**config.mk**
```make
export PLATFORM = sky130hd
export DESIGN_NAME = store_merge
export DESIGN_NICKNAME = d
export VERILOG_FILES = /design/src/hdl/dcache_pkg.sv /design/src/hdl/store_merge.sv
export SDC_FILE = /design/constraint.sdc
export NUM_CORES = 1
export LEC_CHECK = 0
export BUFFER_PORTS_ARGS = -buffer_cell sky130_fd_sc_hd__buf_2
export CORE_AREA = 2 2 113 115
export DETAILED_ROUTE_END_ITERATION = 10
export DIE_AREA = 0 0 115 117
export GPL_ROUTABILITY_DRIVEN = 1
export PLACE_DENSITY_LB_ADDON = 0.12
export SLEW_MARGIN = 0
export SYNTH_ARGS = -nofsm -noshare
export SYNTH_HDL_FRONTEND = slang
export SYNTH_SLANG_ARGS = --single-unit
```
**constraint.sdc**
```tcl
create_clock -name vclk -period 2.02
set_input_delay 0.404 -clock vclk [all_inputs]
set_output_delay 0.404 -clock vclk [all_outputs]
set_load 0.01 [all_outputs]
```
**src/hdl/dcache_pkg.sv**
```systemverilog
`default_nettype none

package dcache_pkg;

    ////////////////////////////////////////
    // geometry
    ////////////////////////////////////////
    localparam int WORD_W         = 32;
    localparam int WORDS_PER_LINE = 4;
    localparam int OFFSET_W       = 4;   // byte offset within a line
    localparam int ADDR_W         = 32;

    ////////////////////////////////////////
    // payload types
    ////////////////////////////////////////
    typedef logic [WORD_W-1:0] word_t;
    typedef logic [WORD_W/8-1:0] strb_t;

    // word 0 sits in the low bits of the line
    typedef word_t [WORDS_PER_LINE-1:0] line_t;

    ////////////////////////////////////////
    // controller states
    ////////////////////////////////////////
    typedef enum logic [2:0] {
        IDLE,
        LOOKUP,
        WRITEBACK,    // dirty victim out to memory
        REFILL_REQ,   // read address phase
        REFILL_WAIT   // waiting for the line
    } cache_state_t;

endpackage

`default_nettype wire
```
**src/hdl/store_merge.sv**
```systemverilog
`timescale 1ns/1ps
`default_nettype none

// byte-strobed store into one word of a line
module store_merge (
    input  wire dcache_pkg::line_t                                base_line,
    input  wire [$clog2(dcache_pkg::WORDS_PER_LINE)-1:0]          word_sel,
    input  wire dcache_pkg::word_t                                wdata,
    input  wire dcache_pkg::strb_t                                wstrb,
    output dcache_pkg::line_t                                     merged_line
);
    import dcache_pkg::*;

    always_comb begin
        merged_line = base_line;
        for (int b = 0; b < WORD_W/8; b++) begin
            if (wstrb[b]) begin
                merged_line[word_sel][8*b +: 8] = wdata[8*b +: 8];
            end
        end
    end

endmodule

`default_nettype wire

```
**Word level (Yosys, flattened, before mapping)**

Index checks and enable logic that the tools add are counted.

- Magnitude comparators: 2
- Reduce and logical (&&, ||, !) cells: 1
- Multiplexer cells: 16

Operators with widths:

| kind | count |
|---|---|
| bitwise mux 128 bit | 4 |
| two-way mux 128 bit | 4 |
| demux 32 bit (select 2 bit) | 4 |
| two-way mux 32 bit | 1 |
| two-way mux 24 bit | 1 |
| two-way mux 16 bit | 1 |
| two-way mux 8 bit | 1 |
| less-than comparator 2 x 3 -> 1 bit (second input constant) | 1 |
| greater-or-equal comparator 2 x 1 -> 1 bit (second input constant) | 1 |
| logical AND 1 bit | 1 |

- Output and inout bits: 128
- Word-level logic and storage cells: 19
- Bits in registers: 0
- Bits of input ports: 166

**Logic depth before layout (Yosys ltp)**

- Depth after elaboration: 12
- Mapped depth: 4
- Depth with buffers taken out: 2

**Worst setup path before layout**

OpenSTA, ideal clock, no wires.

- Kind: in2out
- Start point: input word_sel[1] (netlist name)
- End point: output merged_line[0] (netlist name)
- Buffers on the path: 1
- Arrival time: 1317 ps
- Data required time: 1616 ps
- Cell stages on the path: 3
- Setup slack: 299 ps
- Cell sequence: buf_4 nor3b_4 mux2_2

RTL lines:

| what | line | source |
|---|---|---|
| from (decl) | store_merge.sv:7 | `input wire [$clog2(dcache_pkg::WORDS_PER_LINE)-1:0] word_sel,` |
| to (decl) | store_merge.sv:10 | `output dcache_pkg::line_t merged_line` |

==> impl_results.rst <==
.. list-table::
   :header-rows: 1

   * - Metric
     - Value
   * - Endpoint arrival time on the critical path
     - around 1.5 ns
   * - Via density per instance
     - just over 4
   * - Setup repair bufs after CTS
     - 0
   * - PortBufs
     - 294
   * - Number of violations of the max-capacitance limit
     - 0
   * - Standard cell core area
     - 12300 um^2
   * - Via count
     - about 2500
   * - Clock period minus worst slack
     - between 1.5 and 2 ns
   * - Critical path launch point type
     - primary input
   * - Sequential cell count
     - 0
   * - Number of nets at the end of the flow
     - between 600 and 700
   * - Die Outline Area
     - roughly 13000 um^2
   * - Boundary pin count
     - ~290
   * - Power per standard cell area
     - between 200 and 250 nW/um^2
   * - Startpoint of the worst hold path
     - base_line[11]
   * - Maximum number of pins on one net before global-route repair
     - 17
   * - Synth Instances
     - around 150
   * - DRC
     - 0
   * - Number of distinct library cells after synthesis
     - 7
   * - Unrepaired setup endpoints after global routing
     - false
   * - Sequential element share of the synthesized area
     - 0
   * - Quantity of gates resized following cts
     - 2
   * - Destination of the worst hold path
     - merged_line[11]
   * - First-pass GRT wire length
     - roughly 12000 um
   * - Starting DRT DRC Count
     - 26
   * - Net count of the mapped netlist
     - ~310
   * - Final hold violations
     - 0
   * - Worst hold path class
     - primary input to output pin
   * - Initial standard-cell utilization of the core
     - 0.140
   * - Inst Count DP
     - 602
   * - Synth-to-layout area growth
     - 103%
   * - Antenna violations before repair
     - 0
   * - Number of hold-repair buffers added at the cts stage
     - 0
   * - Setup CP Type
     - primary input to output pin
   * - Critical path capture point type
     - output pin
   * - Required time at the endpoint of the critical path
     - around 1.6 ns
   * - Site row count
     - 41
   * - Biggest area contributors in the synthesized netlist
     - mux2_2 84%, nand3b_4 4.7%, nor3b_4 4.4%
   * - Wirelength, routed
     - between 8000 and 9000 um
   * - Synthesis Warnings
     - 0
   * - Iteration count of the initial detailed-routing pass
     - 2
   * - Count of clock-net buffers in the final layout
     - 0
   * - Leakage power figure
     - 1.87 nW
   * - Number of failing setup endpoints in the final timing report
     - 0
   * - Final worst path period share
     - 0.961
   * - Routed wirelength normalized by instance count
     - around 14 um
   * - Vertical die dimension
     - between 100 and 150 um
   * - Horizontal extent of the die
     - about 120 um
   * - Antenna diodes
     - 0
   * - Fraction of post-synthesis cell area in the top cell type by area
     - 0.838
   * - ANT nets after route
     - 0
   * - Area of all sequential standard cells
     - 0 um^2
   * - Post-detail-place hpwl
     - between 7000 and 8000 um
   * - Cell area after synthesis
     - about 1700 um^2
   * - F_max
     - approximately 500 MHz
   * - Total count of max-transition violations in the final report
     - 0
   * - Mean cell area of the mapped netlist
     - 11.6 um^2
   * - Transition time of the tightest slew-check pin
     - around 0.31 ns
   * - Final cell count without fillers
     - about 600
   * - Placer's final routability congestion estimate
     - around 0.72
   * - Peak supply drop
     - 0.0692 mV
   * - Via count of the first global-routing pass
     - between 2000 and 2500
   * - Worst Hold Path Cells
     - 3
   * - GRT Resource Usage Total
     - 0.110
   * - Worst max-slew margin expressed relative to the limit
     - 0.794
   * - Run status
     - complete, no violations
   * - Cell accounting for the most synthesized area
     - mux2_2
   * - Share of final-layout standard cells stronger than drive strength 1
     - 1.00
   * - Fin worst setup slack
     - between 0.07 and 0.08 ns
   * - Layout Utilization
     - 0.283
   * - Total gr overflow
     - 0
   * - Worst setup slack before clock tree synthesis
     - -0.127 ns
   * - Worst Path Max Fanout
     - 16
-- power by group --
group	total, mW	leakage, nW	switching, mW	internal [mW]
Sequential	0	0	0	0
Combinational	0.768	1.87	0.339	0.429
Clock	0	0	0	0
-- worst max path at each step --
stage / from / end / slack [ns] / depth (start not counted)
floorplan: word_sel[1] / merged_line[0] / 0.30 / 3
global placement: word_sel[0] / merged_line[65] / -0.11 / 4
detailed placement: word_sel[0] / merged_line[65] / -0.13 / 4
CTS: word_sel[0] / merged_line[65] / 0.05 / 4
global route: word_sel[1] / merged_line[35] / 0.008 / 4
finish: word_sel[1] / merged_line[37] / 0.08 / 4
-- cell usage in the layout, fill, tap and decap left out --
| cell | synthesis | final |
|---|---|---|
| nor3b_4 | 4 | 4 |
| nand3b_4 | 4 | 4 |
| buf_4 | 2 | 13 |
| buf_12 | 0 | 3 |
| buf_2 | 0 | 292 |
| nand3_2 | 4 | 4 |
| nand3b_2 | 4 | 4 |
| mux2_2 | 128 | 128 |
-- cells in the mapped netlist, drive strengths merged --
cell,count
mux2,128
nand3b,8
buf,4
nand3,4
nor3b,4
-- layer usage --
metal | vias to the layer above | share of wire | GRT usage
li1 | 1204 | - | -
met1 | 1118 | 0.37 | 0.122
met2 | 157 | 0.53 | 0.228
met3 | 0 | 0.096 | 0.0191
met4 | 0 | 0 | 0
met5 | - | 0 | 0
-- critical path, stage by stage --
cell and delay, ns:
buf_4 0.27, nand3b_2 0.35, mux2_2 0.38, buf_2 0.14
-- stage by stage --
step | power (mW) | hold WS (ns) | TNS, ns | instance area, um^2
after global routing | 0.837 | 1.13 | 0 | 3490
after global placement | 0.779 | 1.12 | -3.29 | 3480
after detailed placement | 0.778 | 1.12 | -5.69 | 3480
final | 0.768 | 1.12 | 0 | 3490
after CTS | 0.783 | 1.12 | 0 | 3490
after floorplan | 0.375 | 0.959 | 0 | 1720
-- layout make-up --
| cell class | count | area (um^2) |
|---|---|---|
| Tap cell | 150 | 188 |
| Multi-Input combinational cell | 144 | 1680 |
| Timing Repair Buffer | 308 | 1620 |
| Fill cell | 1343 | 8820 |
-- kinds of logic (layout without fill, tap and decap cells) --
| group | after synthesis | count (layout) | share of synthesized area |
|---|---|---|---|
| buffers and inverters | 4 | 308 | 0.0218 |
| AND/OR/NAND/NOR | 16 | 16 | 0.140 |
| multiplexers | 128 | 128 | 0.838 |
No activity file was read; power rests on OpenSTA's default activity.
