--- config.mk ---
export PLATFORM = sky130hd
export DESIGN_NAME = cache_storage_flat
export DESIGN_NICKNAME = d
export VERILOG_FILES = /design/src/hdl/dcache_pkg.sv /design/src/hdl/line_store_if.sv /design/src/hdl/cache_storage.sv /design/src/hdl/cache_ram.sv /design/src/flat_wrapper.sv
export SDC_FILE = /design/constraint.sdc
export NUM_CORES = 2
export LEC_CHECK = 0
export BUFFER_PORTS_ARGS = -buffer_cell sky130_fd_sc_hd__buf_2
export CAP_MARGIN = 20
export CORE_MARGIN = 2
export CORE_UTILIZATION = 40
export CTS_CLUSTER_DIAMETER = 40
export DETAILED_ROUTE_END_ITERATION = 8
export PLACE_DENSITY = 0.55
export SYNTH_ARGS = -nofsm -noshare
export SYNTH_HDL_FRONTEND = slang
export SYNTH_HIERARCHICAL = 1
export SYNTH_MEMORY_MAX_BITS = 65536
export SYNTH_SLANG_ARGS = --single-unit
--- constraint.sdc ---
create_clock -name clk -period 13.8 [get_ports clk]
set_input_delay 0.69 -clock clk [delete_from_list [all_inputs] [get_ports clk]]
set_output_delay 0.69 -clock clk [all_outputs]
set_load 0.03 [all_outputs]
--- src/hdl/dcache_pkg.sv ---
`default_nettype none

package dcache_pkg;

    ////////////////////////////////////////
    // geometry
    ////////////////////////////////////////
    localparam int WORD_W         = 32;
    localparam int WORDS_PER_LINE = 4;
    localparam int OFFSET_W       = 4;   // byte offset within a line
    localparam int ADDR_W         = 32;

    ////////////////////////////////////////
    // payload types
    ////////////////////////////////////////
    typedef logic [WORD_W-1:0] word_t;
    typedef logic [WORD_W/8-1:0] strb_t;

    // word 0 sits in the low bits of the line
    typedef word_t [WORDS_PER_LINE-1:0] line_t;

    ////////////////////////////////////////
    // controller states
    ////////////////////////////////////////
    typedef enum logic [2:0] {
        IDLE,
        LOOKUP,
        WRITEBACK,    // dirty victim out to memory
        REFILL_REQ,   // read address phase
        REFILL_WAIT   // waiting for the line
    } cache_state_t;

endpackage

`default_nettype wire
--- src/hdl/line_store_if.sv ---
`timescale 1ns/1ps
`default_nettype none

interface line_store_if #(
    parameter int NUM_SETS = 16
);
    import dcache_pkg::*;

    localparam int INDEX_W = $clog2(NUM_SETS);
    localparam int TAG_W   = ADDR_W - INDEX_W - OFFSET_W;

    // controller side
    logic [INDEX_W-1:0] index;
    logic [TAG_W-1:0]   lookup_tag;
    logic               wr_en;
    logic               wr_way;
    line_t              wr_line;
    logic               wr_dirty;

    // storage side follows index by one cycle
    logic               hit;
    logic               hit_way;
    line_t              hit_line;
    logic               victim_way;
    logic               victim_dirty;
    logic [TAG_W-1:0]   victim_tag;
    line_t              victim_line;

    modport ctrl (
        output index, lookup_tag, wr_en, wr_way, wr_line, wr_dirty,
        input  hit, hit_way, hit_line, victim_way, victim_dirty, victim_tag, victim_line
    );

    modport store (
        input  index, lookup_tag, wr_en, wr_way, wr_line, wr_dirty,
        output hit, hit_way, hit_line, victim_way, victim_dirty, victim_tag, victim_line
    );

endinterface

`default_nettype wire

--- src/hdl/cache_storage.sv ---
`timescale 1ns/1ps
`default_nettype none

module cache_storage #(
    parameter int NUM_SETS = 16
) (
    input  wire          clk,
    input  wire          reset,
    line_store_if.store  bus
);
    import dcache_pkg::*;

    localparam int INDEX_W = $clog2(NUM_SETS);
    localparam int TAG_W   = ADDR_W - INDEX_W - OFFSET_W;

    logic [INDEX_W-1:0]           idx_q;   // set the RAM outputs belong to
    logic [1:0][TAG_W-1:0]        tag_rd;
    line_t [1:0]                  line_rd;
    logic [NUM_SETS-1:0][1:0]     valid_q;
    logic [NUM_SETS-1:0][1:0]     dirty_q;
    logic [NUM_SETS-1:0]          victim_q;
    logic [1:0]                   hit_vec;
    logic                         hit;
    logic                         victim_way;

    ////////////////////////////////////////
    // tag and data arrays, one pair per way
    ////////////////////////////////////////
    for (genvar w = 0; w < 2; w++) begin : g_way
        logic way_we;

        assign way_we = bus.wr_en && (bus.wr_way == 1'(w));

        cache_ram #(
            .entry_t (logic [TAG_W-1:0]),
            .DEPTH   (NUM_SETS)
        ) u_tag_ram (
            .clk   (clk),
            .we    (way_we),
            .addr  (bus.index),
            .wdata (bus.lookup_tag),
            .rdata (tag_rd[w])
        );

        cache_ram #(
            .entry_t (line_t),
            .DEPTH   (NUM_SETS)
        ) u_data_ram (
            .clk   (clk),
            .we    (way_we),
            .addr  (bus.index),
            .wdata (bus.wr_line),
            .rdata (line_rd[w])
        );

        assign hit_vec[w] = valid_q[idx_q][w] && (tag_rd[w] == bus.lookup_tag);
    end

    always_ff @(posedge clk) begin
        idx_q <= bus.index;
    end

    ////////////////////////////////////////
    // state bits per set
    ////////////////////////////////////////
    always_ff @(posedge clk) begin
        if (reset) begin
            valid_q  <= '0;
            dirty_q  <= '0;
            victim_q <= '0;
        end else if (bus.wr_en) begin
            valid_q[bus.index][bus.wr_way] <= 1'b1;
            dirty_q[bus.index][bus.wr_way] <= bus.wr_dirty;
            // a write that is not a hit can only be a refill
            if (!hit) begin
                victim_q[bus.index] <= ~victim_q[bus.index];
            end
        end
    end

    // empty way first, then round robin
    always_comb begin
        if (!valid_q[idx_q][0]) begin
            victim_way = 1'b0;
        end else if (!valid_q[idx_q][1]) begin
            victim_way = 1'b1;
        end else begin
            victim_way = victim_q[idx_q];
        end
    end

    assign hit              = |hit_vec;
    assign bus.hit          = hit;
    assign bus.hit_way      = hit_vec[1];
    assign bus.hit_line     = hit_vec[1] ? line_rd[1] : line_rd[0];
    assign bus.victim_way   = victim_way;
    assign bus.victim_dirty = dirty_q[idx_q][victim_way];
    assign bus.victim_tag   = tag_rd[victim_way];
    assign bus.victim_line  = line_rd[victim_way];

endmodule

`default_nettype wire

--- src/hdl/cache_ram.sv ---
`timescale 1ns/1ps
`default_nettype none

// single port, read data registered
module cache_ram #(
    parameter type entry_t = logic [31:0],
    parameter int  DEPTH   = 16
) (
    input  wire                       clk,
    input  wire                       we,
    input  wire [$clog2(DEPTH)-1:0]   addr,
    input  wire entry_t               wdata,
    output entry_t                    rdata
);

    entry_t mem [DEPTH];

    always_ff @(posedge clk) begin
        if (we) begin
            mem[addr] <= wdata;
        end
        rdata <= mem[addr];   // old contents on a write cycle
    end

endmodule

`default_nettype wire

--- src/flat_wrapper.sv ---
// flat-port wrapper written by rule: the top's interface ports become plain ports
module cache_storage_flat import dcache_pkg::*;
#(
    parameter int NUM_SETS = 16
)
  (clk, reset, bus_index, bus_lookup_tag, bus_wr_en, bus_wr_way, bus_wr_line, bus_wr_dirty, bus_hit, bus_hit_way, bus_hit_line, bus_victim_way, bus_victim_dirty, bus_victim_tag, bus_victim_line);
  line_store_if #(.NUM_SETS(NUM_SETS)) bus_i ();
  input  wire clk;
  input  wire reset;
  input wire logic [$bits(bus_i.index)-1:0] bus_index;
  input wire logic [$bits(bus_i.lookup_tag)-1:0] bus_lookup_tag;
  input wire logic [$bits(bus_i.wr_en)-1:0] bus_wr_en;
  input wire logic [$bits(bus_i.wr_way)-1:0] bus_wr_way;
  input wire logic [$bits(bus_i.wr_line)-1:0] bus_wr_line;
  input wire logic [$bits(bus_i.wr_dirty)-1:0] bus_wr_dirty;
  output wire logic [$bits(bus_i.hit)-1:0] bus_hit;
  output wire logic [$bits(bus_i.hit_way)-1:0] bus_hit_way;
  output wire logic [$bits(bus_i.hit_line)-1:0] bus_hit_line;
  output wire logic [$bits(bus_i.victim_way)-1:0] bus_victim_way;
  output wire logic [$bits(bus_i.victim_dirty)-1:0] bus_victim_dirty;
  output wire logic [$bits(bus_i.victim_tag)-1:0] bus_victim_tag;
  output wire logic [$bits(bus_i.victim_line)-1:0] bus_victim_line;
  assign bus_i.index = bus_index;
  assign bus_i.lookup_tag = bus_lookup_tag;
  assign bus_i.wr_en = bus_wr_en;
  assign bus_i.wr_way = bus_wr_way;
  assign bus_i.wr_line = bus_wr_line;
  assign bus_i.wr_dirty = bus_wr_dirty;
  assign bus_hit = bus_i.hit;
  assign bus_hit_way = bus_i.hit_way;
  assign bus_hit_line = bus_i.hit_line;
  assign bus_victim_way = bus_i.victim_way;
  assign bus_victim_dirty = bus_i.victim_dirty;
  assign bus_victim_tag = bus_i.victim_tag;
  assign bus_victim_line = bus_i.victim_line;
  cache_storage #(.NUM_SETS(NUM_SETS)) u_core (.clk(clk), .reset(reset), .bus(bus_i));
endmodule
Yosys cells after proc, flatten, opt, wreduce, memory -nomap -nowiden
Memories as Yosys holds them, arrays and structs flattened. A register that Yosys moved wholly into a read port is not among the register bits.
Cells that the tools add are included.

operators by class
  equality and inequality tests = 2
  mux-type cells = 29
  reduce and logical (&&, ||, !) cells = 8
  order comparisons = 6
  bitwise logic cells = 4

operator list
  operator                                                               number
  128-bit two-way mux                                                    3
  24-bit == test                                                         2
  24-bit two-way mux                                                     2
  32-bit bitwise mux                                                     1
  32-bit bitwise OR                                                      1
  2-bit binary-select mux with 4-bit select                              2
  16-bit bitwise mux                                                     1
  1-bit two-way mux                                                      12
  4-bit by 5-bit < comparator with 1-bit output, second input constant   2
  1-bit binary-select mux with 4-bit select                              2
  2-bit demux with 4-bit select                                          1
  1-bit logical AND                                                      6
  2-bit two-way mux                                                      3
  1-bit demux with 4-bit select                                          1
  4-bit by 1-bit >= comparator with 1-bit output, second input constant  1
  1-bit by 2-bit < comparator with 1-bit output, second input constant   2
  1-bit inverter                                                         3
  2-bit AND reduction                                                    1
  2-bit OR reduction                                                     1
  1-bit demux with 1-bit select                                          1
  1-bit >= comparator, second input constant                             1

word-level totals
  memory bits (writable) = 4864
  register bits = 84
  logic and storage cells = 87
  memories kept = 4

memory list
  name                            depth  width  rd ports  clocked after memory_dff  wr ports  line             RTL
  u_core.g_way[0].u_data_ram.mem  16     128    1         1                         1         cache_ram.sv:16  entry_t mem [DEPTH];
  u_core.g_way[1].u_data_ram.mem  16     128    1         1                         1         cache_ram.sv:16
  u_core.g_way[0].u_tag_ram.mem   16     24     1         1                         1         cache_ram.sv:16
  u_core.g_way[1].u_tag_ram.mem   16     24     1         1                         1         cache_ram.sv:16

Depth between registers and ports, before layout
  depth in word-level cells = 7
  gate-level depth with buffers = 10
  depth with buffers taken out = 6

Cells and area by module
Netlist, hierarchy kept.

modules (own cells, without submodules)
  module                                       cells an instance  times used  area an instance (um^2)
  cache_ram at u_core.g_way[0].u_data_ram ...  3271               2           79124.6
  cache_ram at u_core.g_way[0].u_tag_ram ...   637                2           14955.6
  cache_storage                                817                1           8406.8

Least setup slack after synthesis
No wires, ideal clock.

  kind = input -> register
  from = input bus_wr_way
  to = memory u_core/g_way[0].u_data_ram/mem[0][0] (netlist bit), enable pin
  buffers on the path = 2
  path slack = 2386 ps
  stages = 6
  library setup time = 772 ps
  data required time = 13028 ps
  data arrival time = 10642 ps
  cells stage by stage = nand2b_1 -> clkbuf_1 -> clkinv_1 -> clkbuf_1 -> or3b_2 -> nor3_1

between the ends
  longest elaborated chain between the ends = 4

RTL lines
  item                                     line                 RTL
  start: declaration                       flat_wrapper.sv:13   input wire logic [$bits(bus_i.wr_way)-1:0] bus_wr_way;
  1-bit inverter                           cache_storage.sv:32  assign way_we = bus.wr_en && (bus.wr_way == 1'(w));
  1-bit logical AND                        cache_storage.sv:32
  via u_core.g_way[0].way_we               cache_storage.sv:30  logic way_we;
  1-bit two-way mux                        cache_ram.sv:19      if (we) begin
  1-bit two-way mux (not written as such)  cache_ram.sv:20      mem[addr] <= wdata;
  end: declaration                         cache_ram.sv:16

The timed path passes the listed nets, and every way through them passes these cells.

Final worst setup path
  from = register u_core.idx_q[0]
  to = output bus_victim_line[114]

between the ends
  longest elaborated chain between the ends = 6
  elaborated cells on any way between the ends = 8
  classes of those cells = 8 x mux

RTL lines
  item                                                                                                           line                                                           RTL
  start: declaration                                                                                             cache_storage.sv:16                                            logic [INDEX_W-1:0] idx_q;
  start signal: assignment                                                                                       cache_storage.sv:60                                            idx_q <= bus.index;
  1-bit binary-select mux with 4-bit select / 2-bit binary-select mux with 4-bit select (equally long branches)  cache_storage.sv:88, cache_storage.sv:83, cache_storage.sv:85
  1-bit two-way mux (not written as such) / 2-bit two-way mux (equally long branches)                            cache_storage.sv:88, cache_storage.sv:83
  1-bit two-way mux                                                                                              cache_storage.sv:85                                            end else if (!valid_q[idx_q][1]) begin
  1-bit two-way mux (*)                                                                                          cache_storage.sv:83                                            if (!valid_q[idx_q][0]) begin
  128-bit two-way mux (not written as such) (*) (2 in a row)                                                     cache_storage.sv:99                                            assign bus.victim_line = line_rd[victim_way];
  end: declaration                                                                                               flat_wrapper.sv:22                                             output wire logic [$bits(bus_i.victim_line)-1:0] bus_victim_line;

Every way passes the cells marked *; elsewhere a longest branch is shown, timed or not. The select of a mux whose other input is x is not followed.

==> results by group <==
Status
  • Status: completed

Setup path
  • CP max-delay cell: mux4_1
  • Startpoint types: flop
  • CP Capture Type: output port
  • Setup CP Type: reg2out
  • Crit path max-delay family: buffers and inverters
  • Arrival time worst endpoint: 5.77 ns
  • Max incr delay on CP: 0.60 ns
  • Worst Path Required: 13.11 ns
  • Cell chain of the critical path: buf_4 > mux4_1 > mux2_2 > mux2i_4 > o21bai_4 > buf_4 > buf_4 > buf_4 > mux2_2 > buf_2
  • Max FO, Critical Path: 45
  • Crit path buf inv count: 5
  • Worst path most repeated cell: buf_4

STA
  • Slew @ Worst Pin: 1.173 ns
  • Setup tns final: 0 ns
  • Final setup violation count: 0
  • Fin crit share: 46.78%
  • RSZ-0062 raised after global routing: false
  • Clock Skew: 0.07207 ns
  • Hold Fails Final Rpt: 0
  • Slew Limit Fails: 0
  • Min Tclk post-route: 6.456 ns
  • Achievable Freq: 154.9 MHz
  • Relative slew slack: 21.78%

Final layout
  • Layout Cells excl Fill: 16580
  • Share of cells above drive strength 1: 32.40%
  • Filler Cells Inserted: 39910
  • Footprint of the multi-input gates: 40460 sq um
  • Final #Nets: 9656
  • Area added between synthesis and finish: 16.91%
  • Sequential Area: 153800 sq um

Floorplanning
  • Placeable Area: 489700 sq um
  • Starting density of the core: 40.14%
  • Die area: 497000 sq um
  • Die Ht: 705.0 um
  • Die X: 705.0 um
  • Row count: 257
  • I/O Pins: 445

Clock network
  • Clock buffer depth: 4
  • Clk slew on worst S/H paths: 0.06 ns
  • Clock root buffer: clkbuf_16
  • Hold Buf Count CTS: 7
  • Post_cts resized: 0
  • Post-CTS setup buffers: 0
  • CTS buffer count: 674
  • Clock Sinks: 5252
  • TritonCTS clock tree: yes
  • Clk Latency, worst-skew pair: 1.08 ns
  • CTS H-tree lvls: 6

Detailed routing
  • Post-route ant nets: 0
  • Via count: 95450
  • Drt drc: 0
  • Wirelength per Cell: 32.52 um
  • Routed vias/inst: 5.757
  • DRT Pass-1 Iters: 5
  • Detailed Route Iter0 Violations: 10010
  • WL final: 539100 um

Synthesis
  • Dominant cells by area after synthesis: edfxtp_1 (74%), mux4_2 (14%), dfxtp_1 (4.0%), a22oi_1 (2.3%), mux2_4 (0.76%)
  • Synth area leader: edfxtp_1
  • FFs w/ async S/R, synth: 0%
  • Dominant synthesized flop cell: edfxtp_1
  • Synth Area per Inst: 22.77 sq um
  • Mapped Cells: 8633
  • Post-synthesis cell type count: 43
  • Count of state elements after synthesis: 5252
  • Post-synthesis sequential area ratio: 78.26%
  • Post-synth top area share: 74.31%
  • Post-synth EDFFs: 4864
  • YS warnings: 6
  • Post-Syn Nets: 8794
  • Mapped cell area: 196600 sq um

Pwr
  • Sw Ratio: 22.37%
  • Net switching power: 8.338 mW
  • Clock share of power: 47.3%
  • Int Power: 28.93 mW
  • Worst VDD drop: 0.1167 mV
  • Share of power burned in registers: 47.9%
  • PD cells: 162.2 nW/um^2
  • Leak pwr: 74.49 nW
  • Comb pwr share: 4.8%

Placed design
  • Placer Congestion: 0.7425
  • Placed cell count: 15280
  • Port buffer count: 444
  • Hpwl dp: 268000 um

Run
  • Max_cap viols: 0

Global routing
  • Total track usage: 21.26%
  • Largest net degree at the start of global routing: 139
  • First-pass GRT wire length: 754000 um
  • Grt ovf: 0
  • Initial antenna violation count: 94
  • Vias in the first global route: 97850

Min path
  • Hold Path Class: in2reg
-- synth_stat cells, types with 10 or more instances --
library cell / n
buf_4: 82
a22oi_1: 610
xor2_1: 40
nand2_1: 371
mux2_4: 99
nor2b_1: 10
buf_2: 48
nor4_1: 11
mux4_2: 1196
clkbuf_1: 184
nor3b_1: 11
dfxtp_1: 388
nand2b_1: 29
a21oi_1: 46
nor3_1: 30
edfxtp_1: 4864
mux2_1: 80
mux2_2: 105
mux4_1: 45
nand3_1: 29
buf_6: 63
buf_1: 93
nor2_1: 109
mux2i_1: 27
-- area by class of cell --
class                   count  share of cell area [%]
repair buffers            664                   1.898
inverters                   5                0.008167
flip-flops and latches   5252                   66.94
well taps                6475                   3.525
multi-input cells        2898                   17.61
clock inverters           454                   2.212
clock buffers             799                   7.776
diodes                     32                 0.03485
-- cells by family (layout without fill, tap and decap cells) --
| logic type | count (synthesis) | count (layout) | synth area share [%] |
|---|---|---|---|
| AO/OA/AOI/OAI | 661 | 661 | 2.463 |
| XOR/XNOR | 48 | 48 | 0.2139 |
| buffers and inverters | 483 | 1922 | 1.391 |
| flip-flops | 5252 | 5252 | 78.26 |
| multiplexers | 1553 | 1553 | 16.27 |
| other | 0 | 32 | 0 |
| AND/OR/NAND/NOR | 636 | 636 | 1.405 |
-- power by group through the flow --
stage / registers [mW] / logic (mW) / clock network [mW]
3_3_place_gp: 18.2 / 1.78 / 0
2_1_floorplan: 18.1 / 1.13 / 0
6_report: 17.9 / 1.80 / 17.6
3_5_place_dp: 18.2 / 1.82 / 0
4_1_cts: 17.9 / 1.82 / 17.9
5_1_grt: 17.9 / 1.91 / 18.6
-- stage by stage --
stage	setup slack [ns]	instance area, sq um	power, mW	util [%]	hold slack [ns]
CTS	7.191	229600	37.60	46.89	0.0001036
global route	7.083	229700	38.35	46.91	0.07251
floorplan	2.386	196600	19.21	-	0.4284
detailed placement	7.614	206600	20.00	42.19	0.4496
global placement	7.649	206600	19.96	42.18	0.4406
finish	7.344	229800	37.27	46.92	0.09058
-- worst reg2reg max path: stages, from the launching register on --
cell,delay [ns]
dfxtp_1,0.44
buf_4,0.39
mux4_1,0.62
a22oi_1,0.18
and3_4,0.24
or3_4,0.48
buf_4,0.78
nor3b_1,0.36
mux2i_1,0.22
-- state kept, by name, summed over array words and instances (netlist names) --
signal	count
u_core/dirty_q	32
u_core/g_way.u_data_ram/rdata	256
u_core/g_way.u_tag_ram/rdata	48
u_core/g_way.u_data_ram/mem	4096
u_core/valid_q	32
u_core/idx_q	4
u_core/g_way.u_tag_ram/mem	768
u_core/victim_q	16
-- routing by layer --
metal	share of wire, %	routed length [um]	vias to the layer above	track usage, %
li1	-	-	38460	-
met1	41	219900	52540	28.83
met2	50	268300	3574	35.52
met3	6.8	36910	841	3.750
met4	2.5	13740	42	5.883
met5	0.048	260	-	0
-- final timing paths --
kind                      startpoint                                endpoint  slack, ns  cells after the start
hold reg to reg   u_core/dirty_q[17]                      u_core/dirty_q[17]       0.45                      2
hold / removal       bus_wr_line[97]  u_core/g_way[1].u_data_ram/mem[13][97]       0.09                      1
setup / recovery     u_core/idx_q[0]                    bus_victim_line[114]       7.34                     10
setup reg to reg     u_core/idx_q[0]                      u_core/victim_q[2]      10.02                      8
-- placed cells by master (no fill, tap or decap), types with 30 or more instances in the layout --
cell,Yosys,final
xor2_1,40,40
clkinv_2,0,110
a21oi_1,46,46
a22oi_1,610,610
edfxtp_1,4864,4864
dfxtp_1,388,388
clkinv_4,0,52
clkbuf_1,184,84
mux2_2,105,105
clkinvlp_4,0,60
nand2_1,371,371
inv_6,0,67
nor2_1,109,57
mux2_1,80,80
clkinv_1,2,53
buf_2,48,443
clkbuf_8,0,30
mux2_4,99,99
buf_4,82,179
mux4_1,45,45
clkbuf_16,0,685
bufinv_16,0,64
buf_12,0,31
mux4_2,1196,1196
diode_2,0,32
(Power assumes the default switching activity.)
