`config.mk`:
```
export PLATFORM = sky130hd
export DESIGN_NAME = dcache_ctrl_flat
export DESIGN_NICKNAME = d
export VERILOG_FILES = /design/src/hdl/dcache_pkg.sv /design/src/hdl/line_store_if.sv /design/src/hdl/dcache_ctrl.sv /design/src/flat_wrapper.sv
export SDC_FILE = /design/constraint.sdc
export NUM_CORES = 1
export LEC_CHECK = 0
export BUFFER_PORTS_ARGS = -buffer_cell sky130_fd_sc_hd__clkbuf_2
export CORE_AREA = 10 10 443 445
export DETAILED_ROUTE_END_ITERATION = 12
export DIE_AREA = 0 0 453 455
export SYNTH_ARGS = -nofsm -noshare
export SYNTH_HDL_FRONTEND = slang
export SYNTH_SLANG_ARGS = --single-unit
```
`constraint.sdc`:
```
create_clock -name clk -period 4.62 [get_ports clk]
set_clock_uncertainty 0.1 [all_clocks]
set_input_delay 0.924 -clock clk [delete_from_list [all_inputs] [get_ports clk]]
set_output_delay 0.924 -clock clk [all_outputs]
set_load 0.02 [all_outputs]
```
`src/hdl/dcache_pkg.sv`:
```
`default_nettype none

package dcache_pkg;

    ////////////////////////////////////////
    // geometry
    ////////////////////////////////////////
    localparam int WORD_W         = 32;
    localparam int WORDS_PER_LINE = 4;
    localparam int OFFSET_W       = 4;   // byte offset within a line
    localparam int ADDR_W         = 32;

    ////////////////////////////////////////
    // payload types
    ////////////////////////////////////////
    typedef logic [WORD_W-1:0] word_t;
    typedef logic [WORD_W/8-1:0] strb_t;

    // word 0 sits in the low bits of the line
    typedef word_t [WORDS_PER_LINE-1:0] line_t;

    ////////////////////////////////////////
    // controller states
    ////////////////////////////////////////
    typedef enum logic [2:0] {
        IDLE,
        LOOKUP,
        WRITEBACK,    // dirty victim out to memory
        REFILL_REQ,   // read address phase
        REFILL_WAIT   // waiting for the line
    } cache_state_t;

endpackage

`default_nettype wire
```
`src/hdl/line_store_if.sv`:
```
`timescale 1ns/1ps
`default_nettype none

interface line_store_if #(
    parameter int NUM_SETS = 16
);
    import dcache_pkg::*;

    localparam int INDEX_W = $clog2(NUM_SETS);
    localparam int TAG_W   = ADDR_W - INDEX_W - OFFSET_W;

    // controller side
    logic [INDEX_W-1:0] index;
    logic [TAG_W-1:0]   lookup_tag;
    logic               wr_en;
    logic               wr_way;
    line_t              wr_line;
    logic               wr_dirty;

    // storage side follows index by one cycle
    logic               hit;
    logic               hit_way;
    line_t              hit_line;
    logic               victim_way;
    logic               victim_dirty;
    logic [TAG_W-1:0]   victim_tag;
    line_t              victim_line;

    modport ctrl (
        output index, lookup_tag, wr_en, wr_way, wr_line, wr_dirty,
        input  hit, hit_way, hit_line, victim_way, victim_dirty, victim_tag, victim_line
    );

    modport store (
        input  index, lookup_tag, wr_en, wr_way, wr_line, wr_dirty,
        output hit, hit_way, hit_line, victim_way, victim_dirty, victim_tag, victim_line
    );

endinterface

`default_nettype wire

```
`src/hdl/dcache_ctrl.sv`:
```
`timescale 1ns/1ps
`default_nettype none

module dcache_ctrl #(
    parameter int NUM_SETS = 16
) (
    input  wire                                          clk,
    input  wire                                          reset,
    // cpu side
    input  wire                                          req_valid,
    input  wire                                          req_write,
    input  wire [dcache_pkg::ADDR_W-1:0]                 req_addr,
    input  wire dcache_pkg::word_t                       req_wdata,
    input  wire dcache_pkg::strb_t                       req_wstrb,
    output logic                                         req_ready,
    output logic                                         resp_valid,
    output dcache_pkg::word_t                            rdata,
    // memory side
    output logic                                         mem_rd_req,
    output logic [dcache_pkg::ADDR_W-1:0]                mem_rd_addr,
    input  wire                                          mem_rd_rdy,
    input  wire                                          mem_ret_valid,
    input  wire dcache_pkg::line_t                       mem_ret_data,
    output logic                                         mem_wr_req,
    output logic [dcache_pkg::ADDR_W-1:0]                mem_wr_addr,
    output dcache_pkg::line_t                            mem_wr_data,
    input  wire                                          mem_wr_rdy,
    // merge unit
    output dcache_pkg::line_t                            merge_base,
    output logic [$clog2(dcache_pkg::WORDS_PER_LINE)-1:0] merge_word_sel,
    output dcache_pkg::word_t                            merge_wdata,
    output dcache_pkg::strb_t                            merge_wstrb,
    input  wire dcache_pkg::line_t                       merged_line,
    // tag/data storage
    line_store_if.ctrl                                   bus
);
    import dcache_pkg::*;

    localparam int INDEX_W = $clog2(NUM_SETS);
    localparam int TAG_W   = ADDR_W - INDEX_W - OFFSET_W;
    localparam int SEL_W   = $clog2(WORDS_PER_LINE);

    cache_state_t        state_q;
    cache_state_t        state_d;
    logic                accept;
    logic                store_hit;
    logic                refill;
    logic                hit_resp_q;
    word_t               hit_word_q;

    // request buffer
    logic                buf_write;
    logic [ADDR_W-1:0]   buf_addr;
    word_t               buf_wdata;
    strb_t               buf_wstrb;
    logic [TAG_W-1:0]    buf_tag;
    logic [INDEX_W-1:0]  buf_index;
    logic [SEL_W-1:0]    buf_sel;

    assign req_ready = (state_q == IDLE);
    assign accept    = req_valid && req_ready;

    always_ff @(posedge clk) begin
        if (accept) begin
            buf_write <= req_write;
            buf_addr  <= req_addr;
            buf_wdata <= req_wdata;
            buf_wstrb <= req_wstrb;
        end
    end

    assign buf_tag   = buf_addr[ADDR_W-1 -: TAG_W];
    assign buf_index = buf_addr[OFFSET_W +: INDEX_W];
    assign buf_sel   = buf_addr[OFFSET_W-1 -: SEL_W];

    ////////////////////////////////////////
    // state machine
    ////////////////////////////////////////
    always_comb begin
        state_d = state_q;
        case (state_q)
            IDLE:        if (accept) state_d = LOOKUP;
            LOOKUP: begin
                if (bus.hit) begin
                    state_d = IDLE;
                end else if (bus.victim_dirty) begin
                    state_d = WRITEBACK;
                end else begin
                    state_d = REFILL_REQ;
                end
            end
            WRITEBACK:   if (mem_wr_rdy) state_d = REFILL_REQ;
            REFILL_REQ:  if (mem_rd_rdy) state_d = REFILL_WAIT;
            REFILL_WAIT: if (mem_ret_valid) state_d = IDLE;
            default:     state_d = IDLE;
        endcase
    end

    always_ff @(posedge clk) begin
        if (reset) begin
            state_q    <= IDLE;
            hit_resp_q <= 1'b0;
        end else begin
            state_q    <= state_d;
            hit_resp_q <= (state_q == LOOKUP) && bus.hit;
        end
    end

    always_ff @(posedge clk) begin
        if (state_q == LOOKUP) begin
            hit_word_q <= bus.hit_line[buf_sel];
        end
    end

    ////////////////////////////////////////
    // storage access
    ////////////////////////////////////////
    assign store_hit = (state_q == LOOKUP) && bus.hit && buf_write;
    assign refill    = (state_q == REFILL_WAIT) && mem_ret_valid;

    // incoming address while idle so the arrays are ready in LOOKUP
    assign bus.index      = (state_q == IDLE) ? req_addr[OFFSET_W +: INDEX_W] : buf_index;
    assign bus.lookup_tag = buf_tag;
    assign bus.wr_en      = store_hit || refill;
    assign bus.wr_way     = (state_q == LOOKUP) ? bus.hit_way : bus.victim_way;
    assign bus.wr_line    = buf_write ? merged_line : mem_ret_data;
    assign bus.wr_dirty   = buf_write;

    assign merge_base     = (state_q == LOOKUP) ? bus.hit_line : mem_ret_data;
    assign merge_word_sel = buf_sel;
    assign merge_wdata    = buf_wdata;
    assign merge_wstrb    = buf_wstrb;

    // hits answer a cycle late, refills in the return cycle
    assign resp_valid = hit_resp_q || refill;
    assign rdata      = hit_resp_q ? hit_word_q : mem_ret_data[buf_sel];

    ////////////////////////////////////////
    // memory port
    ////////////////////////////////////////
    assign mem_wr_req  = (state_q == WRITEBACK);
    assign mem_wr_addr = {bus.victim_tag, buf_index, {OFFSET_W{1'b0}}};
    assign mem_wr_data = bus.victim_line;
    assign mem_rd_req  = (state_q == REFILL_REQ);
    assign mem_rd_addr = {buf_tag, buf_index, {OFFSET_W{1'b0}}};

endmodule

`default_nettype wire

```
`src/flat_wrapper.sv`:
```
// flat-port wrapper written by rule: the top's interface ports become plain ports
module dcache_ctrl_flat import dcache_pkg::*;
#(
    parameter int NUM_SETS = 16
)
  (clk, reset, req_valid, req_write, req_addr, req_wdata, req_wstrb, req_ready, resp_valid, rdata, mem_rd_req, mem_rd_addr, mem_rd_rdy, mem_ret_valid, mem_ret_data, mem_wr_req, mem_wr_addr, mem_wr_data, mem_wr_rdy, merge_base, merge_word_sel, merge_wdata, merge_wstrb, merged_line, bus_index, bus_lookup_tag, bus_wr_en, bus_wr_way, bus_wr_line, bus_wr_dirty, bus_hit, bus_hit_way, bus_hit_line, bus_victim_way, bus_victim_dirty, bus_victim_tag, bus_victim_line);
  line_store_if #(.NUM_SETS(NUM_SETS)) bus_i ();
  input  wire clk;
  input  wire reset;
  input  wire req_valid;
  input  wire req_write;
  input  wire [dcache_pkg::ADDR_W-1:0] req_addr;
  input  wire dcache_pkg::word_t req_wdata;
  input  wire dcache_pkg::strb_t req_wstrb;
  output logic req_ready;
  output logic resp_valid;
  output dcache_pkg::word_t rdata;
  output logic mem_rd_req;
  output logic [dcache_pkg::ADDR_W-1:0] mem_rd_addr;
  input  wire mem_rd_rdy;
  input  wire mem_ret_valid;
  input  wire dcache_pkg::line_t mem_ret_data;
  output logic mem_wr_req;
  output logic [dcache_pkg::ADDR_W-1:0] mem_wr_addr;
  output dcache_pkg::line_t mem_wr_data;
  input  wire mem_wr_rdy;
  output dcache_pkg::line_t merge_base;
  output logic [$clog2(dcache_pkg::WORDS_PER_LINE)-1:0] merge_word_sel;
  output dcache_pkg::word_t merge_wdata;
  output dcache_pkg::strb_t merge_wstrb;
  input  wire dcache_pkg::line_t merged_line;
  output wire logic [$bits(bus_i.index)-1:0] bus_index;
  output wire logic [$bits(bus_i.lookup_tag)-1:0] bus_lookup_tag;
  output wire logic [$bits(bus_i.wr_en)-1:0] bus_wr_en;
  output wire logic [$bits(bus_i.wr_way)-1:0] bus_wr_way;
  output wire logic [$bits(bus_i.wr_line)-1:0] bus_wr_line;
  output wire logic [$bits(bus_i.wr_dirty)-1:0] bus_wr_dirty;
  input wire logic [$bits(bus_i.hit)-1:0] bus_hit;
  input wire logic [$bits(bus_i.hit_way)-1:0] bus_hit_way;
  input wire logic [$bits(bus_i.hit_line)-1:0] bus_hit_line;
  input wire logic [$bits(bus_i.victim_way)-1:0] bus_victim_way;
  input wire logic [$bits(bus_i.victim_dirty)-1:0] bus_victim_dirty;
  input wire logic [$bits(bus_i.victim_tag)-1:0] bus_victim_tag;
  input wire logic [$bits(bus_i.victim_line)-1:0] bus_victim_line;
  assign bus_index = bus_i.index;
  assign bus_lookup_tag = bus_i.lookup_tag;
  assign bus_wr_en = bus_i.wr_en;
  assign bus_wr_way = bus_i.wr_way;
  assign bus_wr_line = bus_i.wr_line;
  assign bus_wr_dirty = bus_i.wr_dirty;
  assign bus_i.hit = bus_hit;
  assign bus_i.hit_way = bus_hit_way;
  assign bus_i.hit_line = bus_hit_line;
  assign bus_i.victim_way = bus_victim_way;
  assign bus_i.victim_dirty = bus_victim_dirty;
  assign bus_i.victim_tag = bus_victim_tag;
  assign bus_i.victim_line = bus_victim_line;
  dcache_ctrl #(.NUM_SETS(NUM_SETS)) u_core (.clk(clk), .reset(reset), .req_valid(req_valid), .req_write(req_write), .req_addr(req_addr), .req_wdata(req_wdata), .req_wstrb(req_wstrb), .req_ready(req_ready), .resp_valid(resp_valid), .rdata(rdata), .mem_rd_req(mem_rd_req), .mem_rd_addr(mem_rd_addr), .mem_rd_rdy(mem_rd_rdy), .mem_ret_valid(mem_ret_valid), .mem_ret_data(mem_ret_data), .mem_wr_req(mem_wr_req), .mem_wr_addr(mem_wr_addr), .mem_wr_data(mem_wr_data), .mem_wr_rdy(mem_wr_rdy), .merge_base(merge_base), .merge_word_sel(merge_word_sel), .merge_wdata(merge_wdata), .merge_wstrb(merge_wstrb), .merged_line(merged_line), .bus(bus_i));
endmodule
```
Word level (Yosys, flattened, before mapping)
Index checks and enable logic that the tools add are counted.
{ "totals": {"latch_bits": 0, "rom_bits": 0, "wordCells": 40, "regBits": 105, "input_bits": 615, "out_inout_bits": 553, "ramBits": 0, "n_memories": 0} }
{ "op_classes": {"magnitude_cmp": 1, "n_addsub": 0, "reduce_logical": 8, "div_mod_pow": 0, "eq_ne": 8, "n_bitwise": 0, "n_mux": 16, "shifts": 0, "n_mul": 0} }
{ "op_table": {"columns": ["cell", "n"], "rows": [
  ["128-bit 2-to-1 mux", 2],
  ["32-bit binary-select mux with 2-bit select", 2],
  ["32-bit 2-to-1 mux", 3],
  ["3-bit 2-to-1 mux", 5],
  ["3-bit case mux with 5 select lines", 1],
  ["3-bit by 2-bit == test with 1-bit output (second input constant)", 2],
  ["1-bit logical AND", 4],
  ["4-bit 2-to-1 mux", 1],
  ["2-bit by 1-bit != test with 1-bit output (second input constant)", 2],
  ["2-bit != test (second input constant)", 2],
  ["4-bit AND reduction", 1],
  ["3-bit by 1-bit == test with 1-bit output (second input constant)", 1],
  ["3-bit == test (second input constant)", 1],
  ["3-bit zero test", 1],
  ["2-bit by 3-bit less-than comparator with 1-bit output (second input constant)", 1],
  ["1-bit logical OR", 2],
  ["1-bit 2-to-1 mux", 2]
]} }

Depth between registers and ports, before layout
{ "logic_depth": {"depth_word": 4, "mapped_depth": 6, "depth_no_buf": 3} }

Least setup slack after synthesis
OpenSTA, ideal clock, no wires.
{ "synth_timing": {"kind": "flip-flop to flip-flop", "from": "reg u_core.state_q[2]", "to": "reg u_core.buf_addr[10] (enable)", "period_less_slack_ps": 3170, "t_required_ps": 4088, "path_buffers": 1, "t_arrival_ps": 2638, "path_slack_ps": 1450, "stages_incl_launch_ff": 4, "setup_ps": 432, "cell_sequence": "dfxtp_1 buf_2 nor3_2 and2_1"} }
{ "synth_via": {"elab_chain_cells": 2} }
{ "synth_rtl": {"columns": ["item", "line_no", "text"], "rows": [
  ["start, declared", "dcache_ctrl.sv:43", "cache_state_t state_q;"],
  ["start signal, assigned", "dcache_ctrl.sv:104", "state_q <= state_d;"],
  ["3-bit zero test", "dcache_ctrl.sv:60", "assign req_ready = (state_q == IDLE);"],
  ["named net req_ready", "flat_wrapper.sv:15", "output logic req_ready;"],
  ["1-bit logical AND", "dcache_ctrl.sv:61", "assign accept = req_valid && req_ready;"],
  ["named net u_core.accept", "dcache_ctrl.sv:45", "logic accept;"],
  ["end signal, assigned", "dcache_ctrl.sv:66", "buf_addr <= req_addr;"],
  ["end, declared", "dcache_ctrl.sv:53", "logic [ADDR_W-1:0] buf_addr;"]
]} }
The timed path passes the listed nets, and every way through them passes these cells.
A chain may end at the register's enable or synchronous reset.

Worst setup path in the final report
{ "layout_timing": {"from": "reg u_core.hit_resp_q", "to": "out rdata[12]"} }
{ "layout_via": {"elab_chain_cells": 1} }
{ "layout_rtl": {"columns": ["item", "line_no", "text"], "rows": [
  ["start, declared", "dcache_ctrl.sv:48", "logic hit_resp_q;"],
  ["start signal, assigned", "dcache_ctrl.sv:105", "hit_resp_q <= (state_q == LOOKUP) && bus.hit;"],
  ["32-bit 2-to-1 mux", "dcache_ctrl.sv:136", "assign rdata = hit_resp_q ? hit_word_q : mem_ret_data[buf_sel];"],
  ["end, declared", "flat_wrapper.sv:17", "output dcache_pkg::word_t rdata;"]
]} }
No other way between the ends.

==> impl_metrics.py <==
metrics = {
    "power_and_ir_drop": {
        "switching_share_pct": 50.45,
        "report.power.total_uw": 4531,
        "vdd_drop_max_v": 0.0001926,
        "switchingPower_uw": 2286,
        "p_int_uw": 2245,
        "power_density_nw_per_um2": 280.2,
        "p_comb_share_pct": 52.7,
        "seq_power_share_pct": 26.0,
        "p_clk_share_pct": 21.3,
        "leakagePower_uw": 0.006623,
    },
    "grt": {
        "antenna_found_initial": 190,
        "grt.overflow.total": 0,
        "grt_use_total_pct": 14.55,
        "grt_pass1_vias": 10640,
        "grt_max_degree": 67,
        "grt_pass1_wl_um": 181600,
    },
    "route": {
        "vias": 11480,
        "wire_per_inst_um": 39.41,
        "viasPerCell": 2.851,
        "ant_nets": 0,
        "routed_wl_um": 158700,
        "drt-initial-drc-count": 1264,
        "drc_errors": 0,
        "drt-pass1-iter-count": 6,
    },
    "cts": {
        "htree_levels": 3,
        "root_buffer": "clkbuf_16",
        "clkSinkCount": 103,
        "cts_resized": 0,
        "post_cts_buffers": 0,
        "cts_tree": "done",
        "cts_hold_buf": 0,
        "cts_made_buffers": 9,
        "clock_latency_ns": 0.46,
        "cts.path.max_buffers": 2,
        "clk_pin_slew_ns": 0.13,
    },
    "setup_path": {
        "path_cells": "or2_2, buf_12, a211oi_1, a221oi_1, clkbuf_2",
        "crit_fanout": 17,
        "critPathRequiredTime_ns": 3.60,
        "slowest_stage": "or2_2",
        "path_delay_family": "buffers and inverters",
        "critPathCaptureType": "primary output",
        "critPathMaxStageDelay_ns": 0.63,
        "path_class": "reg2out",
        "r2r_start": "u_core.state_q[2]",
        "critical_path_buf_inv_count": 2,
        "cp.arrival_ns": 2.88,
        "cp-startpoint": "u_core.hit_resp_q",
        "worstSetupStartpointType": "flop",
    },
    "run": {
        "drv_cap": 0,
    },
    "sta": {
        "finalCritPeriodShare_pct": 84.60,
        "final-hold-violation-count": 0,
        "max-slew-margin-rel_pct": 29.25,
        "rsz0062_at_grt": "no",
        "finalSetupTns_ns": 0,
        "fmax_mhz": 255.8,
        "drv_slew": 0,
        "worst_pin_slew_ns": 1.061,
        "whs_ns": 0.5287,
        "setup_viol": 0,
        "period_needed_ns": 3.909,
    },
    "die": {
        "die_area_um2": 206100,
        "ios": 1168,
        "core_um2": 187200,
        "start_util_pct": 5.242,
        "num_rows": 159,
        "die_w_um": 453,
        "die_h_um": 455,
    },
    "min_path": {
        "worstHoldStart": "req_wdata[29]",
        "hold_path.class": "in2reg",
    },
    "logic_synthesis": {
        "synth_area_leaders": "edfxtp_1 30%, mux2_2 20%, buf_4 14%",
        "synth.most_common_cell": "buf_4",
        "yosysTopAreaCell": "edfxtp_1",
        "synth_edf_count": 99,
        "ys.warnings.count": 0,
        "synth.top_cell.area_share_pct": 30.29,
        "synth_cell_type_count": 32,
        "syn_inst": 832,
        "syn_area_um2": 9813,
        "syn_avg_cell_area_um2": 11.79,
        "ys.flop_type": "edfxtp_1",
        "synth_top_cells_by_count": "188 x buf_4, 171 x mux2_2, 99 x edfxtp_1",
        "synth_async_sr_flop_share_pct": 0,
        "synth-seq-cells": 103,
        "seq_area_frac_synth_pct": 31.11,
    },
    "place": {
        "port_buffers": 853,
        "hpwl_um": 146800,
        "gp_congestion": 0.9875,
    },
    "finish": {
        "syn_to_final_growth_pct": 64.78,
        "nNetsFinal": 2090,
        "layout-drive-gt1-share_pct": 74.26,
    },
    "outcome": {
        "status": "finished, final reports clean",
    },
}
[sequential cells by signal (all words and copies together), names as in the netlist]
signal               flops
u_core.hit_resp_q        1
u_core.bus.wr_dirty      1
u_core.buf_addr         30
u_core.merge_wstrb       4
u_core.hit_word_q       32
u_core.state_q           3
u_core.merge_wdata      32
[final cells by class]
| type | count | area, um2 |
|---|---|---|
| diodes | 52 | 130.1 |
| fillers | 21790 | 171000 |
| clock buffers | 10 | 229.0 |
| clock inverters | 6 | 61.31 |
| flip-flops and latches | 103 | 3057 |
| multi-input cells | 454 | 4916 |
| repair buffers | 874 | 4532 |
| inverters | 33 | 123.9 |
| well taps | 2495 | 3122 |
[cells in the final DEF, fill, tap and decap left out, drive strengths merged, types with 3 or more instances in the layout]
master	n
clkinv	3
conb	8
inv	36
dfxtp	4
mux2	261
mux4	32
mux2i	32
buf	23
clkbuf	861
edfxtp	99
nor2b	35
a221oi	32
nor2	3
diode	52
a211oi	33
[power groups by stage]
stage | registers (uW) | clock network, uW | logic [uW]
after floorplan | 1240 | 0 | 1250
after global placement | 1200 | 0 | 2420
after detailed placement | 1200 | 0 | 2430
after CTS | 1180 | 1060 | 2440
after global routing | 1190 | 1060 | 2500
final | 1180 | 966 | 2390
[layer usage]
metal	share of wire [%]	vias up	track usage, %	routed length (um)
met1	31	5475	13.59	49370
met2	46	1195	23.60	73620
li1	-	4262	-	-
met5	0.46	-	0.1378	735
met4	4.0	110	5.404	6410
met3	18	437	11.84	28570
[worst register-to-register path, delay by kind of cell (launching register included)]
family                 cells  cell delay (ns)
buffers and inverters      1             0.48
DFF                        1             0.45
and+or+nand+nor            2             1.49
[cells by family after synthesis]
group                  after synthesis  share of synthesized area, %
DFF                                103                         31.11
buffers and inverters              282                         19.23
other                                1                       0.03821
and+or+nand+nor                     50                         3.264
muxes                              325                         40.56
AOI/OAI and AO/OA                   71                         5.801
[per-stage QoR]
stage | utilization, % | area (um2) | setup slack (ns) | std cells
floorplan | - | 9839 | 1.450 | 839
global placement | 8.413 | 15750 | 1.297 | 3959
detailed placement | 8.413 | 15750 | 1.263 | 3959
CTS | 8.568 | 16040 | 0.6922 | 3975
global route | 8.594 | 16090 | 0.6513 | 3994
finish | 8.638 | 16170 | 0.7113 | 4027
[path summary, 6_finish.rpt]
kind | to | slack, ns | cells after the start
min | u_core.merge_wdata[29] | 0.53 | 1
max | rdata[12] | 0.71 | 5
max reg2reg | u_core.merge_wdata[5] | 1.77 | 3
min reg2reg | u_core.state_q[1] | 0.62 | 1
No activity file was read; power rests on OpenSTA's default activity.
